[config.mk]
export PLATFORM = sky130hd
export DESIGN_NAME = csrUnit
export DESIGN_NICKNAME = d
export VERILOG_FILES = /design/src/source/csrPkg.sv /design/src/source/csrUnit.sv /design/src/source/csrCounters.sv /design/src/source/csrMachineRegs.sv /design/src/source/csrTrapLogic.sv /design/src/source/csrWriteValue.sv
export VERILOG_INCLUDE_DIRS = /design/src /design/src/include
export SDC_FILE = /design/constraint.sdc
export NUM_CORES = 1
export LEC_CHECK = 0
export CAP_MARGIN = 10
export CORE_MARGIN = 3
export CORE_UTILIZATION = 35
export CTS_BUF_LIST = sky130_fd_sc_hd__clkbuf_4
export CTS_CLUSTER_SIZE = 40
export DETAILED_ROUTE_END_ITERATION = 16
export DONT_BUFFER_PORTS = 1
export GPL_TIMING_DRIVEN = 0
export PLACE_DENSITY = 0.56
export SYNTH_ARGS = -nofsm -noshare
export SYNTH_HDL_FRONTEND = slang
export SYNTH_SLANG_ARGS = --single-unit
[constraint.sdc]
create_clock -name clk -period 2.4 [get_ports clk]
set_input_delay 0.24 -clock clk [delete_from_list [all_inputs] [get_ports clk]]
set_output_delay 0.24 -clock clk [all_outputs]
set_load 0.01 [all_outputs]
[src/include/csrUnit_cfg.svh]
//////////////////////////////
// Build constants for the machine CSR unit
// Addresses, widths, reset values and the trap cause codes
// Include wherever a constant is needed
//////////////////////////////

`ifndef CSR_UNIT_CFG_SVH
`define CSR_UNIT_CFG_SVH

`define CSR_XLEN              32
`define CSR_ADR_W             12
`define CSR_CAUSE_W           4

// Machine CSR addresses
`define CSR_ADR_MSTATUS       12'h300
`define CSR_ADR_MIE           12'h304
`define CSR_ADR_MTVEC         12'h305
`define CSR_ADR_MCOUNTINHIBIT 12'h320
`define CSR_ADR_MSCRATCH      12'h340
`define CSR_ADR_MEPC          12'h341
`define CSR_ADR_MCAUSE        12'h342
`define CSR_ADR_MTVAL         12'h343
`define CSR_ADR_MIP           12'h344
`define CSR_ADR_MCYCLE        12'hB00
`define CSR_ADR_MINSTRET      12'hB02
`define CSR_ADR_MCYCLEH       12'hB80
`define CSR_ADR_MINSTRETH     12'hB82
`define CSR_ADR_MHARTID       12'hF14

`define CSR_HART_ID           32'h0000_0000
`define CSR_MTVEC_RESET       32'h0000_0100  // Direct mode
`define CSR_MIE_MASK          32'h0000_0888  // MEIE, MTIE, MSIE

// Exception codes that pick the mtval source
`define CSR_CAUSE_IMISALIGN   4'd0
`define CSR_CAUSE_IACCESS     4'd1
`define CSR_CAUSE_ILLEGAL     4'd2
`define CSR_CAUSE_BREAK       4'd3
`define CSR_CAUSE_LMISALIGN   4'd4
`define CSR_CAUSE_LACCESS     4'd5
`define CSR_CAUSE_SMISALIGN   4'd6
`define CSR_CAUSE_SACCESS     4'd7
`define CSR_CAUSE_IPAGE       4'd12
`define CSR_CAUSE_LPAGE       4'd13
`define CSR_CAUSE_SPAGE       4'd15

`endif
[src/source/csrPkg.sv]
//////////////////////////////
// Shared types of the CSR unit
// Data words, addresses, privilege and operation enums,
// and the request and trap bundles from the core
//////////////////////////////

`include "csrUnit_cfg.svh"

package csrPkg;

  typedef logic [`CSR_XLEN-1:0]    xlenT;    // One data word
  typedef logic [`CSR_ADR_W-1:0]   csrAdrT;  // CSR number
  typedef logic [`CSR_CAUSE_W-1:0] causeT;   // Exception or interrupt code

  // Only machine and user privilege
  typedef enum logic [1:0] {
    uMode = 2'd0,
    mMode = 2'd3
  } privT;

  // Same as funct3[1:0] of the CSR instructions
  typedef enum logic [1:0] {
    opNone = 2'b00,
    opRw   = 2'b01,
    opRs   = 2'b10,
    opRc   = 2'b11
  } csrOpT;

  //////////////////////////////
  // Bundles from the core
  //////////////////////////////

  typedef struct packed {
    logic       valid;     // CSR instruction in this stage
    logic       read;
    logic       write;
    csrAdrT     adr;
    csrOpT      op;
    logic       useImm;    // uimm form
    logic [4:0] imm;
    xlenT       srcA;      // rs1 value
  } csrReqT;

  typedef struct packed {
    logic  trap;
    logic  interrupt;
    logic  mret;
    causeT cause;
    xlenT  pc;             // PC of the trapping instruction
    xlenT  faultAdr;       // Load/store or fetch address
    xlenT  instrOrig;      // Raw instruction bits
  } trapReqT;

  typedef struct packed {
    logic mExt;
    logic mTimer;
    logic mSw;
  } irqT;

  typedef struct packed {
    logic mie;
    logic mpie;
    privT mpp;
  } statusT;

endpackage

[src/source/csrUnit.sv]
//////////////////////////////
// Top of the machine-mode CSR unit
// Qualifies CSR requests against stall/flush, merges reads,
// flags illegal accesses, registers the read value for writeback
//////////////////////////////

module csrUnit (
  input  logic             clk,
  input  logic             rstN,
  input  logic             stallW,
  input  logic             flushW,
  input  csrPkg::csrReqT   csrReq,
  input  csrPkg::trapReqT  trapReq,
  input  csrPkg::irqT      irq,
  input  csrPkg::privT     privilegeW,
  output csrPkg::xlenT     csrReadValW,    // Registered read value
  output logic             illegalAccess,
  output csrPkg::xlenT     trapVector,
  output csrPkg::xlenT     epc,
  output csrPkg::statusT   status,
  output csrPkg::xlenT     mie,
  output csrPkg::xlenT     mip
);

  logic         accessLive;     // Counts this cycle
  logic         regWrite;
  logic         instrRetired;
  logic         regsHit, cntHit, readOnlyWrite;
  csrPkg::xlenT regsRdVal, cntRdVal, readVal;
  csrPkg::xlenT writeVal, mipWritable, mtvec, mepc;
  csrPkg::xlenT nextEpc, nextCause, nextTval;

  // Request only counts when not stalled or flushed
  assign accessLive   = csrReq.valid & ~stallW & ~flushW;
  assign regWrite     = accessLive & csrReq.write & (privilegeW == csrPkg::mMode);
  assign instrRetired = accessLive;

  assign readVal = regsRdVal | cntRdVal;   // Non-owners drive 0

  csrWriteValue uWriteValue (.req(csrReq), .rdVal(readVal), .mipWritable, .writeVal);

  csrTrapLogic uTrapLogic (.trapReq, .writeVal, .mtvec, .mepc, .nextEpc, .nextCause,
    .nextTval, .trapVector, .epc);

  csrMachineRegs uMachineRegs (.clk, .rstN, .regWrite, .adr(csrReq.adr), .writeVal,
    .trapReq, .privilegeW, .irq, .nextEpc, .nextCause, .nextTval, .rdVal(regsRdVal),
    .hit(regsHit), .readOnlyWrite, .mipWritable, .mtvec, .mepc, .status, .mie, .mip);

  csrCounters uCounters (.clk, .rstN, .regWrite, .instrRetired, .adr(csrReq.adr),
    .writeVal, .rdVal(cntRdVal), .hit(cntHit));

  // All kept CSRs are machine level, so any user read is illegal
  assign illegalAccess = (csrReq.read & (~(regsHit | cntHit) | privilegeW == csrPkg::uMode))
                         | readOnlyWrite;

  //////////////////////////////
  // Writeback register
  //////////////////////////////

  always_ff @(posedge clk or negedge rstN) begin
    if (!rstN) begin
      csrReadValW <= '0;
    end else if (flushW) begin
      csrReadValW <= '0;       // Flush wins over stall
    end else if (!stallW) begin
      csrReadValW <= readVal;
    end
  end

endmodule

[src/source/csrCounters.sv]
//////////////////////////////
// Machine counters mcycle and minstret
// 64 bits each, halves writable, gated by mcountinhibit
//////////////////////////////

`include "csrUnit_cfg.svh"

module csrCounters (
  input  logic           clk,
  input  logic           rstN,
  input  logic           regWrite,
  input  logic           instrRetired,   // One per qualified request
  input  csrPkg::csrAdrT adr,
  input  csrPkg::xlenT   writeVal,
  output csrPkg::xlenT   rdVal,
  output logic           hit
);

  logic [63:0] mcycle;
  logic [63:0] minstret;
  logic        inhCycle;         // mcountinhibit bit 0
  logic        inhRet;           // mcountinhibit bit 2

  logic wrInhibit, wrCycLo, wrCycHi, wrRetLo, wrRetHi;

  assign wrInhibit = regWrite && adr == `CSR_ADR_MCOUNTINHIBIT;
  assign wrCycLo   = regWrite && adr == `CSR_ADR_MCYCLE;
  assign wrCycHi   = regWrite && adr == `CSR_ADR_MCYCLEH;
  assign wrRetLo   = regWrite && adr == `CSR_ADR_MINSTRET;
  assign wrRetHi   = regWrite && adr == `CSR_ADR_MINSTRETH;

  // Shared next-count rule, a half write replaces the increment
  function automatic logic [63:0] nextCount(
    input logic [63:0]  cur,
    input logic         inc,
    input logic         wrLo,
    input logic         wrHi,
    input csrPkg::xlenT val
  );
    logic [63:0] res;
    res = inc ? cur + 64'd1 : cur;
    if (wrLo) res = {cur[63:32], val};
    if (wrHi) res = {val, cur[31:0]};
    return res;
  endfunction

  always_ff @(posedge clk or negedge rstN) begin
    if (!rstN) begin
      inhCycle <= 1'b0;
      inhRet   <= 1'b0;
      mcycle   <= '0;
      minstret <= '0;
    end else begin
      if (wrInhibit) begin
        inhCycle <= writeVal[0];
        inhRet   <= writeVal[2];
      end
      mcycle   <= nextCount(mcycle, ~inhCycle, wrCycLo, wrCycHi, writeVal);
      minstret <= nextCount(minstret, instrRetired & ~inhRet, wrRetLo, wrRetHi, writeVal);
    end
  end

  //////////////////////////////
  // Read port
  //////////////////////////////

  always_comb begin
    hit   = 1'b1;
    rdVal = '0;
    case (adr)
      `CSR_ADR_MCOUNTINHIBIT: rdVal = {29'b0, inhRet, 1'b0, inhCycle};  // No time bit
      `CSR_ADR_MCYCLE:        rdVal = mcycle[31:0];
      `CSR_ADR_MCYCLEH:       rdVal = mcycle[63:32];
      `CSR_ADR_MINSTRET:      rdVal = minstret[31:0];
      `CSR_ADR_MINSTRETH:     rdVal = minstret[63:32];
      default:                hit = 1'b0;
    endcase
  end

endmodule

[src/source/csrMachineRegs.sv]
//////////////////////////////
// Machine CSR register block
// Holds mstatus, mtvec, mepc, mcause, mtval, mscratch, mie, msip
// Trap and mret updates come before CSR writes
//////////////////////////////

`include "csrUnit_cfg.svh"

module csrMachineRegs (
  input  logic             clk,
  input  logic             rstN,
  input  logic             regWrite,      // Qualified machine write
  input  csrPkg::csrAdrT   adr,
  input  csrPkg::xlenT     writeVal,
  input  csrPkg::trapReqT  trapReq,
  input  csrPkg::privT     privilegeW,    // Privilege at trap time
  input  csrPkg::irqT      irq,
  input  csrPkg::xlenT     nextEpc,
  input  csrPkg::xlenT     nextCause,
  input  csrPkg::xlenT     nextTval,
  output csrPkg::xlenT     rdVal,
  output logic             hit,
  output logic             readOnlyWrite,
  output csrPkg::xlenT     mipWritable,
  output csrPkg::xlenT     mtvec,
  output csrPkg::xlenT     mepc,
  output csrPkg::statusT   status,
  output csrPkg::xlenT     mie,
  output csrPkg::xlenT     mip
);

  csrPkg::xlenT mscratch;
  csrPkg::xlenT mtval;
  logic [4:0]   mcause;         // {interrupt, code}
  logic         msip;           // Software interrupt pending
  csrPkg::xlenT mstatusVal;     // Packed for reading
  csrPkg::xlenT mcauseVal;

  // Per-register write strobes
  logic wrStatus, wrTvec, wrEpc, wrCause, wrTval, wrScratch, wrIe, wrIp;

  assign wrStatus  = regWrite && adr == `CSR_ADR_MSTATUS;
  assign wrTvec    = regWrite && adr == `CSR_ADR_MTVEC;
  assign wrEpc     = regWrite && adr == `CSR_ADR_MEPC;
  assign wrCause   = regWrite && adr == `CSR_ADR_MCAUSE;
  assign wrTval    = regWrite && adr == `CSR_ADR_MTVAL;
  assign wrScratch = regWrite && adr == `CSR_ADR_MSCRATCH;
  assign wrIe      = regWrite && adr == `CSR_ADR_MIE;
  assign wrIp      = regWrite && adr == `CSR_ADR_MIP;

  assign readOnlyWrite = regWrite && adr == `CSR_ADR_MHARTID;

  //////////////////////////////
  // Register updates
  //////////////////////////////

  always_ff @(posedge clk or negedge rstN) begin
    if (!rstN) begin
      status   <= '{mie: 1'b0, mpie: 1'b0, mpp: csrPkg::mMode};
      mtvec    <= `CSR_MTVEC_RESET;
      mepc     <= '0;
      mcause   <= '0;
      mtval    <= '0;
      mscratch <= '0;
      mie      <= '0;
      msip     <= 1'b0;
    end else begin
      // mstatus: trap, then mret, then CSR write
      if (trapReq.trap) begin
        status.mpie <= status.mie;
        status.mie  <= 1'b0;
        status.mpp  <= privilegeW;
      end else if (trapReq.mret) begin
        status.mie  <= status.mpie;
        status.mpie <= 1'b1;
        status.mpp  <= csrPkg::uMode;
      end else if (wrStatus) begin
        status.mie  <= writeVal[3];
        status.mpie <= writeVal[7];
        status.mpp  <= (writeVal[12:11] == 2'b11) ? csrPkg::mMode : csrPkg::uMode;  // WARL
      end

      // Trap state, next values already muxed by the trap logic
      if (trapReq.trap || wrEpc) mepc <= nextEpc;
      if (trapReq.trap || wrCause) mcause <= nextCause[4:0];
      if (trapReq.trap || wrTval) mtval <= nextTval;

      if (wrTvec) mtvec <= {writeVal[`CSR_XLEN-1:2], 1'b0, writeVal[0]};  // Modes 0/1 only
      if (wrScratch) mscratch <= writeVal;
      if (wrIe) mie <= writeVal & `CSR_MIE_MASK;
      if (wrIp) msip <= writeVal[3];
    end
  end

  //////////////////////////////
  // Derived views
  //////////////////////////////

  assign mstatusVal = {19'b0, status.mpp, 3'b0, status.mpie, 3'b0, status.mie, 3'b0};
  assign mcauseVal  = {mcause[4], 27'b0, mcause[3:0]};  // Interrupt flag in MSB

  // External and timer lines are read-only, software bit is ORed with msip
  assign mip = {20'b0, irq.mExt, 3'b0, irq.mTimer, 3'b0, irq.mSw | msip, 3'b0};
  assign mipWritable = {28'b0, msip, 3'b0};

  //////////////////////////////
  // Read mux
  //////////////////////////////

  always_comb begin
    hit   = 1'b1;
    rdVal = '0;
    case (adr)
      `CSR_ADR_MSTATUS:  rdVal = mstatusVal;
      `CSR_ADR_MTVEC:    rdVal = mtvec;
      `CSR_ADR_MEPC:     rdVal = mepc;
      `CSR_ADR_MCAUSE:   rdVal = mcauseVal;
      `CSR_ADR_MTVAL:    rdVal = mtval;
      `CSR_ADR_MSCRATCH: rdVal = mscratch;
      `CSR_ADR_MIE:      rdVal = mie;
      `CSR_ADR_MIP:      rdVal = mip;
      `CSR_ADR_MHARTID:  rdVal = `CSR_HART_ID;
      default:           hit = 1'b0;   // Not ours, leave bus at 0
    endcase
  end

endmodule

[src/source/csrTrapLogic.sv]
//////////////////////////////
// Trap side of the CSR unit, all combinational
// Next mepc/mcause/mtval, the trap vector and the mret target
//////////////////////////////

`include "csrUnit_cfg.svh"

module csrTrapLogic (
  input  csrPkg::trapReqT trapReq,
  input  csrPkg::xlenT    writeVal,    // CSR instruction write data
  input  csrPkg::xlenT    mtvec,
  input  csrPkg::xlenT    mepc,
  output csrPkg::xlenT    nextEpc,
  output csrPkg::xlenT    nextCause,   // {interrupt, code} in the low 5 bits
  output csrPkg::xlenT    nextTval,
  output csrPkg::xlenT    trapVector,
  output csrPkg::xlenT    epc
);

  csrPkg::xlenT faultTval;    // mtval picked by cause
  csrPkg::xlenT rawEpc;       // Before word alignment
  csrPkg::xlenT tvecAligned;

  //////////////////////////////
  // mtval source
  //////////////////////////////

  always_comb begin
    if (trapReq.interrupt) begin
      faultTval = '0;
    end else begin
      case (trapReq.cause)
        `CSR_CAUSE_IACCESS, `CSR_CAUSE_BREAK, `CSR_CAUSE_IPAGE:
          faultTval = trapReq.pc;
        `CSR_CAUSE_ILLEGAL:
          faultTval = trapReq.instrOrig;
        `CSR_CAUSE_IMISALIGN, `CSR_CAUSE_LMISALIGN, `CSR_CAUSE_LACCESS,
        `CSR_CAUSE_SMISALIGN, `CSR_CAUSE_SACCESS, `CSR_CAUSE_LPAGE, `CSR_CAUSE_SPAGE:
          faultTval = trapReq.faultAdr;
        default:
          faultTval = '0;  // ecall and the rest
      endcase
    end
  end

  // Trap values win over the CSR instruction
  assign rawEpc    = trapReq.trap ? trapReq.pc : writeVal;
  assign nextEpc   = {rawEpc[`CSR_XLEN-1:2], 2'b00};      // Always word aligned
  assign nextCause = trapReq.trap ?
                     {{(`CSR_XLEN-5){1'b0}}, trapReq.interrupt, trapReq.cause} :
                     {{(`CSR_XLEN-5){1'b0}}, writeVal[`CSR_XLEN-1], writeVal[3:0]};
  assign nextTval  = trapReq.trap ? faultTval : writeVal;

  //////////////////////////////
  // Vector and return target
  //////////////////////////////

  assign tvecAligned = {mtvec[`CSR_XLEN-1:2], 2'b00};

  // Vectored mode only for interrupts, base is 64-byte aligned so no adder
  assign trapVector = (trapReq.interrupt && mtvec[1:0] == 2'b01) ?
                      {tvecAligned[`CSR_XLEN-1:6], trapReq.cause, 2'b00} : tvecAligned;

  assign epc = mepc;  // mret target

endmodule

[src/source/csrWriteValue.sv]
//////////////////////////////
// Read-modify-write value for CSRRW/CSRRS/CSRRC
// Purely combinational, feeds every CSR block
//////////////////////////////

`include "csrUnit_cfg.svh"

module csrWriteValue (
  input  csrPkg::csrReqT req,          // Decoded CSR request
  input  csrPkg::xlenT   rdVal,        // Current value of addressed CSR
  input  csrPkg::xlenT   mipWritable,  // Only the software bits of mip
  output csrPkg::xlenT   writeVal
);

  csrPkg::xlenT srcVal;   // rs1 or uimm
  csrPkg::xlenT curVal;   // Value the set/clear works on

  always_comb begin
    // Zero-extended immediate or register
    srcVal = req.useImm ? csrPkg::xlenT'(req.imm) : req.srcA;

    // Set and clear on mip must leave the interrupt lines alone
    if (req.adr == `CSR_ADR_MIP) begin
      curVal = mipWritable;
    end else begin
      curVal = rdVal;
    end

    case (req.op)
      csrPkg::opRw: writeVal = srcVal;
      csrPkg::opRs: writeVal = curVal | srcVal;
      csrPkg::opRc: writeVal = curVal & ~srcVal;
      default:      writeVal = rdVal;            // No modification
    endcase
  end

endmodule

==> results.cfg, run 1 <==
[synthesis]
synth_area_leaders = dfrtp_1 (39%), o21ai_0 (6.1%), a21oi_1 (5.0%)
async_flop_share = 1.00
avgSynthCellArea_um2 = 8.57
synth_cell_types = 95
syn_area_um2 = 18900
ys_seq_area_frac = 0.398
synth-edff-count = 0
synth_common_cells = dfrtp_1 (297), o21ai_0 (230), nand2_1 (202), a21oi_1 (190), nor2_1 (166)
yosysTopAreaCellShare = 0.394
yosysWarnings = 0
synth_top_area_cell = dfrtp_1
yosysMostFrequentCell = dfrtp_1
synth_cells = 2203
ys_ff_latch = 300
synthFlopType = dfrtp_1

[worst_setup_path]
worstSetupPathType = reg2reg
cpMostUsedCell = or4_4
cp_data_arrival_time_ps = 3110
worstPathCellList = and3_4, nand4_1, or4_4, or4_4, buf_8, nor4_4, xnor2_1, a21oi_1
worstSetupStartpointType = flip-flop
r2r_end = uCounters.minstret[63]$_DFFE_PN0P_
endpoint_kind = flip-flop
slowest_delay_ps = 470
cp_max_fo = 5
required_ps = 3100
critPathSlowestCell = or4_4
worst-r2r-setup-slack_ps = -10
rr_startpoint = uCounters.minstret[39]$_DFFE_PN0P_
worst_r2r_path_depth = 8

[pwr]
p_per_area_nw_per_um2 = 508
p_leak_uw = 0.0103
irDropWorstVdd_mv = 0.269
clockPowerShare = 0.406
power.share.switching = 0.314
p_int_uw = 8470
comb_power_share = 0.143
pwr-share-seq = 0.451
p_switching_uw = 3870

[global_route]
grt_overflow = 0
grt_util_met2 = 0.545
grtUsageTotal = 0.357
antenna_found_initial = 5
use_met1 = 0.452
grt_pass1_vias = 20300
grt_max_degree = 301
grt_pass1_wl_um = 147000
grt_busiest_layer = met2
use_met3 = 0.0957

[clock_network]
numCtsBuffers = 90
cts_tree = built
clock-sinks = 300
insertion_delay_ps = 880
ctsRootBufferMaster = clkbuf_4
postCtsHoldBufs = 134
cts.reportedPaths.clkPinSlew_ps = 70
cts-htree-levels = 3
clk_path_buf_depth = 3

[die]
dieArea_um2 = 56700
top_level_ports = 332
die_x_um = 238
die_h_um = 238
rows = 84
initial_core_util = 0.356
core_area_um2 = 53000

[placement]
port_buffers = 0
gp_congestion = 1.02
placed_area_um2 = 20000
place_hpwl_um = 75900

[drt]
post-route-drc-count = 0
wl_per_cell_um = 31.4
vias = 21400
ant_nets = 0
viasPerCell = 6.41
drt_pre_antenna_iters = 14
first_iter_violations = 2948
totalWireLength_um = 105000

[timing]
period_minus_slack_ps = 2410
relSlewSlack = 0.232
worst_slew_pin_slew_ps = 1150
slew_violations = 0
setup_viol = 7
holdWs_ps = -919
fmax_mhz = 414
rsz0062_at_grt = true
timing.final.ws_setup_ps = -12.6
hold_viol_final = 300
min_period_over_period = 1.01
clock_skew_ps = 110

[run_status]
status = finished with violations
violations = hold timing, setup timing

[flow_run]
maxCapViolCount = 0

[cells_and_area]
syn_to_final_growth_pct = 28.6
final_layout_size_suffix_gt1_frac = 0.219
layout.nets = 2750
stdcell_area_um2 = 24300

[worst_hold_path]
min_path_type = in2async
## power by group through the flow
| stage | combinational (µW) | clock (µW) | sequential (µW) |
|---|---|---|---|
| 2_1_floorplan | 894 | 0 | 5510 |
| 6_report | 1770 | 5010 | 5560 |
| 5_1_grt | 1860 | 5320 | 5570 |
| 4_1_cts | 1640 | 5040 | 5540 |
| 3_3_place_gp | 1290 | 0 | 5620 |
| 3_5_place_dp | 1310 | 0 | 5630 |
## kinds of logic (layout without fill, tap and decap cells)
family,after synthesis,after routing,synth area share
mux,55,55,0.0299
buf+inv,282,663,0.0789
xor+xnor,55,55,0.0255
compound gates,720,720,0.245
fa+ha+maj,2,2,0.00133
flops,300,300,0.398
other cells,1,68,0.000199
simple gates,788,788,0.221
## how the worst max path moves through the flow
stage | start | slack (ps) | to | depth (start not counted)
2_1_floorplan | csrReq[41] | 30 | uMachineRegs.status[0]$_DFFE_PN1P_ | 9
3_3_place_gp | csrReq[41] | -2690 | uCounters.minstret[5]$_DFFE_PN0P_ | 9
3_5_place_dp | csrReq[41] | -2290 | uMachineRegs.mepc[6]$_DFFE_PN0P_ | 9
4_1_cts | uCounters.minstret[44]$_DFFE_PN0P_ | -10 | uCounters.minstret[58]$_DFFE_PN0P_ | 8
5_1_grt | uCounters.minstret[44]$_DFFE_PN0P_ | -110 | uCounters.minstret[63]$_DFFE_PN0P_ | 8
6_report | uCounters.minstret[39]$_DFFE_PN0P_ | -10 | uCounters.minstret[63]$_DFFE_PN0P_ | 8
## cell type report
cell class	instances	area (µm²)
fillers	5249	28700
multi-input cells	1682	11000
flip-flops and latches	300	7530
repair buffers	234	2210
plain buffers	240	1450
clock buffers	125	938
well taps	688	861
clock inverters	31	146
inverters	33	124
diodes	6	15.0
## placed cells by master (no fill, tap or decap), types with 28 or more instances in the layout
| cell type | count |
|---|---|
| nor3b_1 | 42 |
| nor3_1 | 38 |
| a222oi_1 | 62 |
| and3_1 | 36 |
| xnor2_1 | 50 |
| o21ai_0 | 217 |
| o21ai_1 | 30 |
| clkinv_1 | 28 |
| inv_1 | 31 |
| conb_1 | 62 |
| nor2_1 | 137 |
| clkbuf_1 | 76 |
| nand2_1 | 197 |
| dfrtp_1 | 281 |
| nand3_1 | 71 |
| buf_4 | 179 |
| dlygate4sd3_1 | 134 |
| nand2b_1 | 33 |
| mux2i_1 | 43 |
| clkbuf_4 | 132 |
| a21oi_1 | 188 |
## sequential cells by signal, indices dropped and copies added (netlist names)
register and cells:
csrReadValW 32, uCounters.inhCycle 1, uCounters.inhRet 1, uCounters.mcycle 64, uCounters.minstret 64, uMachineRegs.mcause 5
uMachineRegs.mepc 30, uMachineRegs.mie 3, uMachineRegs.mscratch 32, uMachineRegs.msip 1, uMachineRegs.mtval 32, uMachineRegs.mtvec 31
uMachineRegs.status 4
## layer usage
| metal | part of all wire | vias up |
|---|---|---|
| li1 | - | 8920 |
| met2 | 0.44 | 1544 |
| met1 | 0.38 | 10600 |
| met5 | 0 | - |
| met4 | 0.068 | 0 |
| met3 | 0.11 | 355 |
## worst max-delay path, delay by kind of cell, from the launching register on
kind / cells / cell delay (ps)
flip-flops: 1 / 370
AO/OA/AOI/OAI: 1 / 90
XOR/XNOR: 1 / 150
buffers and inverters: 1 / 170
AND/OR/NAND/NOR: 5 / 1480
## repair_timing
item,4_1_cts,5_1_grt
endpoints found under the hold margin,449,300
gates resized for setup,160,122
gates cloned,1,0
setup buffers,57,41
pin swaps,23,38
setup endpoints to repair,282,209
## metrics by stage
| step | worst slack, ps | setup TNS [ps] | power, µW | instances | util |
|---|---|---|---|---|---|
| after global routing | -108 | -209 | 12800 | 3335 | 0.458 |
| after global placement | -2690 | -430550 | 6920 | 2952 | 0.377 |
| after detailed placement | -2290 | -419360 | 6940 | 2953 | 0.377 |
| after floorplan | 27.3 | 0 | 6400 | 2264 | - |
| after CTS | -14.5 | -42.0 | 12200 | 3294 | 0.444 |
| final | -12.6 | -54.6 | 12300 | 3339 | 0.458 |
Power figures use the tool's default switching activity.
==> run 2, diff against run 1 <==
Settings changed: PLACE_DENSITY 0.56 to 0.54.
Clock period 2.4 ns to 3.1 ns, I/O delays scaled along.
==> results.cfg, run 2 (synthesis results as in run 1) <==
[timing]
relSlewSlack = 0.0750
timing.final.ws_setup_ps = -134
rsz0062_at_grt = false
hold_viol_final = 300
slew_violations = 0
min_period_over_period = 1.04
worst_slew_pin_slew_ps = 1390
clock_skew_ps = 74.2
setup_viol = 26
period_minus_slack_ps = 3230
fmax_mhz = 309
holdWs_ps = -834

[cells_and_area]
stdcell_area_um2 = 22600
final_cell_mix = dfrtp_1 (297), o21ai_0 (230), nand2_1 (202)
layout_commonest_cell = dfrtp_1
layout.nets = 2660
final_layout_size_suffix_gt1_frac = 0.147
top_regs = uCounters.mcycle: 64 flops, uCounters.minstret: 64 flops
syn_to_final_growth_pct = 20.0

[run_status]
status = finished with violations
violations = hold timing, setup timing

[pwr]
irDropWorstVdd_mv = 0.191
p_int_uw = 6560
pwr-share-seq = 0.451
comb_power_share = 0.132
clockPowerShare = 0.416
p_per_area_nw_per_um2 = 421
p_leak_uw = 0.00932
p_switching_uw = 2990
power.share.switching = 0.313

[worst_setup_path]
required_ps = 3770
endpoint_kind = flip-flop
worstSetupPathType = in2reg
worst-r2r-setup-slack_ps = -20
cp_data_arrival_time_ps = 3900
worst_r2r_path_depth = 6
worstSetupStartpointType = primary input
r2r_end = uMachineRegs.mtval[7]$_DFFE_PN0P_
rr_startpoint = uCounters.minstret[7]$_DFFE_PN0P_
cp_max_fo = 10

[clock_network]
postCtsHoldBufs = 128
ctsRootBufferMaster = clkbuf_4
numCtsBuffers = 89
cts-htree-levels = 3
insertion_delay_ps = 870
cts.reportedPaths.clkPinSlew_ps = 70
clk_path_buf_depth = 3
cts_tree = built
clock-sinks = 300

[placement]
port_buffers = 0
dp_worst_setup_slack_ps = -1630
placed_area_um2 = 20000
gp_congestion = 1.00
place_hpwl_um = 76300

[global_route]
grt_max_degree = 301
antenna_found_initial = 3
grt_pass1_wl_um = 144000
grtUsageTotal = 0.353
grt_overflow = 0
grt_pass1_vias = 19600

[drt]
vias = 21000
ant_nets = 0
viasPerCell = 6.45
totalWireLength_um = 104000
wl_per_cell_um = 32.0
drt_pre_antenna_iters = 7
first_iter_violations = 3123
post-route-drc-count = 0

[worst_hold_path]
min_path_type = in2async

[die]
dieArea_um2 = 56700
rows = 84
core_area_um2 = 53000
top_level_ports = 332
die_x_um = 238
die_h_um = 238
initial_core_util = 0.356

[flow_run]
maxCapViolCount = 0
[run 2: changes by cell type in the layout (fill, tap and decap cells not counted), sizes merged]
cell         previous run  this run
clkinv                 31        26
clkbuf                225       234
diode                   6         4
buf                   240       153
dlygate4sd3           134       128
dlygate4sd1             0         1
[run 2: routing by layer]
metal / vias up / global-route usage / share of wire
li1: 8718 / - / -
met1: 10400 / 0.466 / 0.39
met2: 1561 / 0.535 / 0.43
met3: 282 / 0.0925 / 0.12
met4: 0 / 0.183 / 0.057
met5: - / 0 / 0
[run 2: worst max-delay path by stage]
stage	startpoint	to	slack, ps	cells past startpoint
floorplan	csrReq[41]	uMachineRegs.status[0]$_DFFE_PN1P_	660	9
global placement	csrReq[41]	uCounters.minstret[5]$_DFFE_PN0P_	-1940	9
detailed placement	csrReq[41]	uMachineRegs.mtval[6]$_DFFE_PN0P_	-1630	9
CTS	uCounters.minstret[0]$_DFFE_PN0P_	uCounters.minstret[50]$_DFFE_PN0P_	0.6	9
global route	flushW	uCounters.mcycle[25]$_DFFE_PN0P_	0.2	10
finish	flushW	uCounters.mcycle[25]$_DFFE_PN0P_	-130	10
[run 2: worst max-delay path, stage by stage]
cell and delay, ps:
buf_2 170, nor3b_4 490, nand4_1 580, buf_2 430
nor3_2 600, buf_2 390, buf_1 510, nor2_1 100
o21ai_0 160, o221ai_1 120
[run 2: area by class of cell]
type | instances | area, µm²
fillers | 5355 | 30300
multi-input cells | 1682 | 10300
flip-flops and latches | 300 | 7510
plain buffers | 248 | 1380
repair buffers | 137 | 1350
clock buffers | 131 | 983
well taps | 688 | 861
clock inverters | 26 | 128
inverters | 33 | 124
diodes | 4 | 10.0
[run 2: power by group through the flow]
stage | clock (µW) | combinational (µW) | sequential (µW)
6_report | 3970 | 1260 | 4310
5_1_grt | 4200 | 1320 | 4320
4_1_cts | 4010 | 1200 | 4290
3_5_place_dp | 0 | 1020 | 4370
3_3_place_gp | 0 | 1010 | 4360
2_1_floorplan | 0 | 692 | 4260
[run 2: per-stage QoR]
stage | total power [µW] | TNS [ps] | instances | util
after global placement | 5370 | -265440 | 2952 | 0.377
after detailed placement | 5390 | -225350 | 2955 | 0.378
final | 9550 | -1410 | 3249 | 0.428
after global routing | 9840 | 0 | 3246 | 0.427
after floorplan | 4950 | 0 | 2264 | -
after CTS | 9510 | 0 | 3242 | 0.425
[run 2: what timing repair did]
action / 4_1_cts / 5_1_grt
endpoints found under the hold margin: 404 / 300
gates resized for setup: 22 / 31
pin swaps: 1 / 4
buffers inserted: 2 / 3
endpoints found under the setup margin: 128 / 143
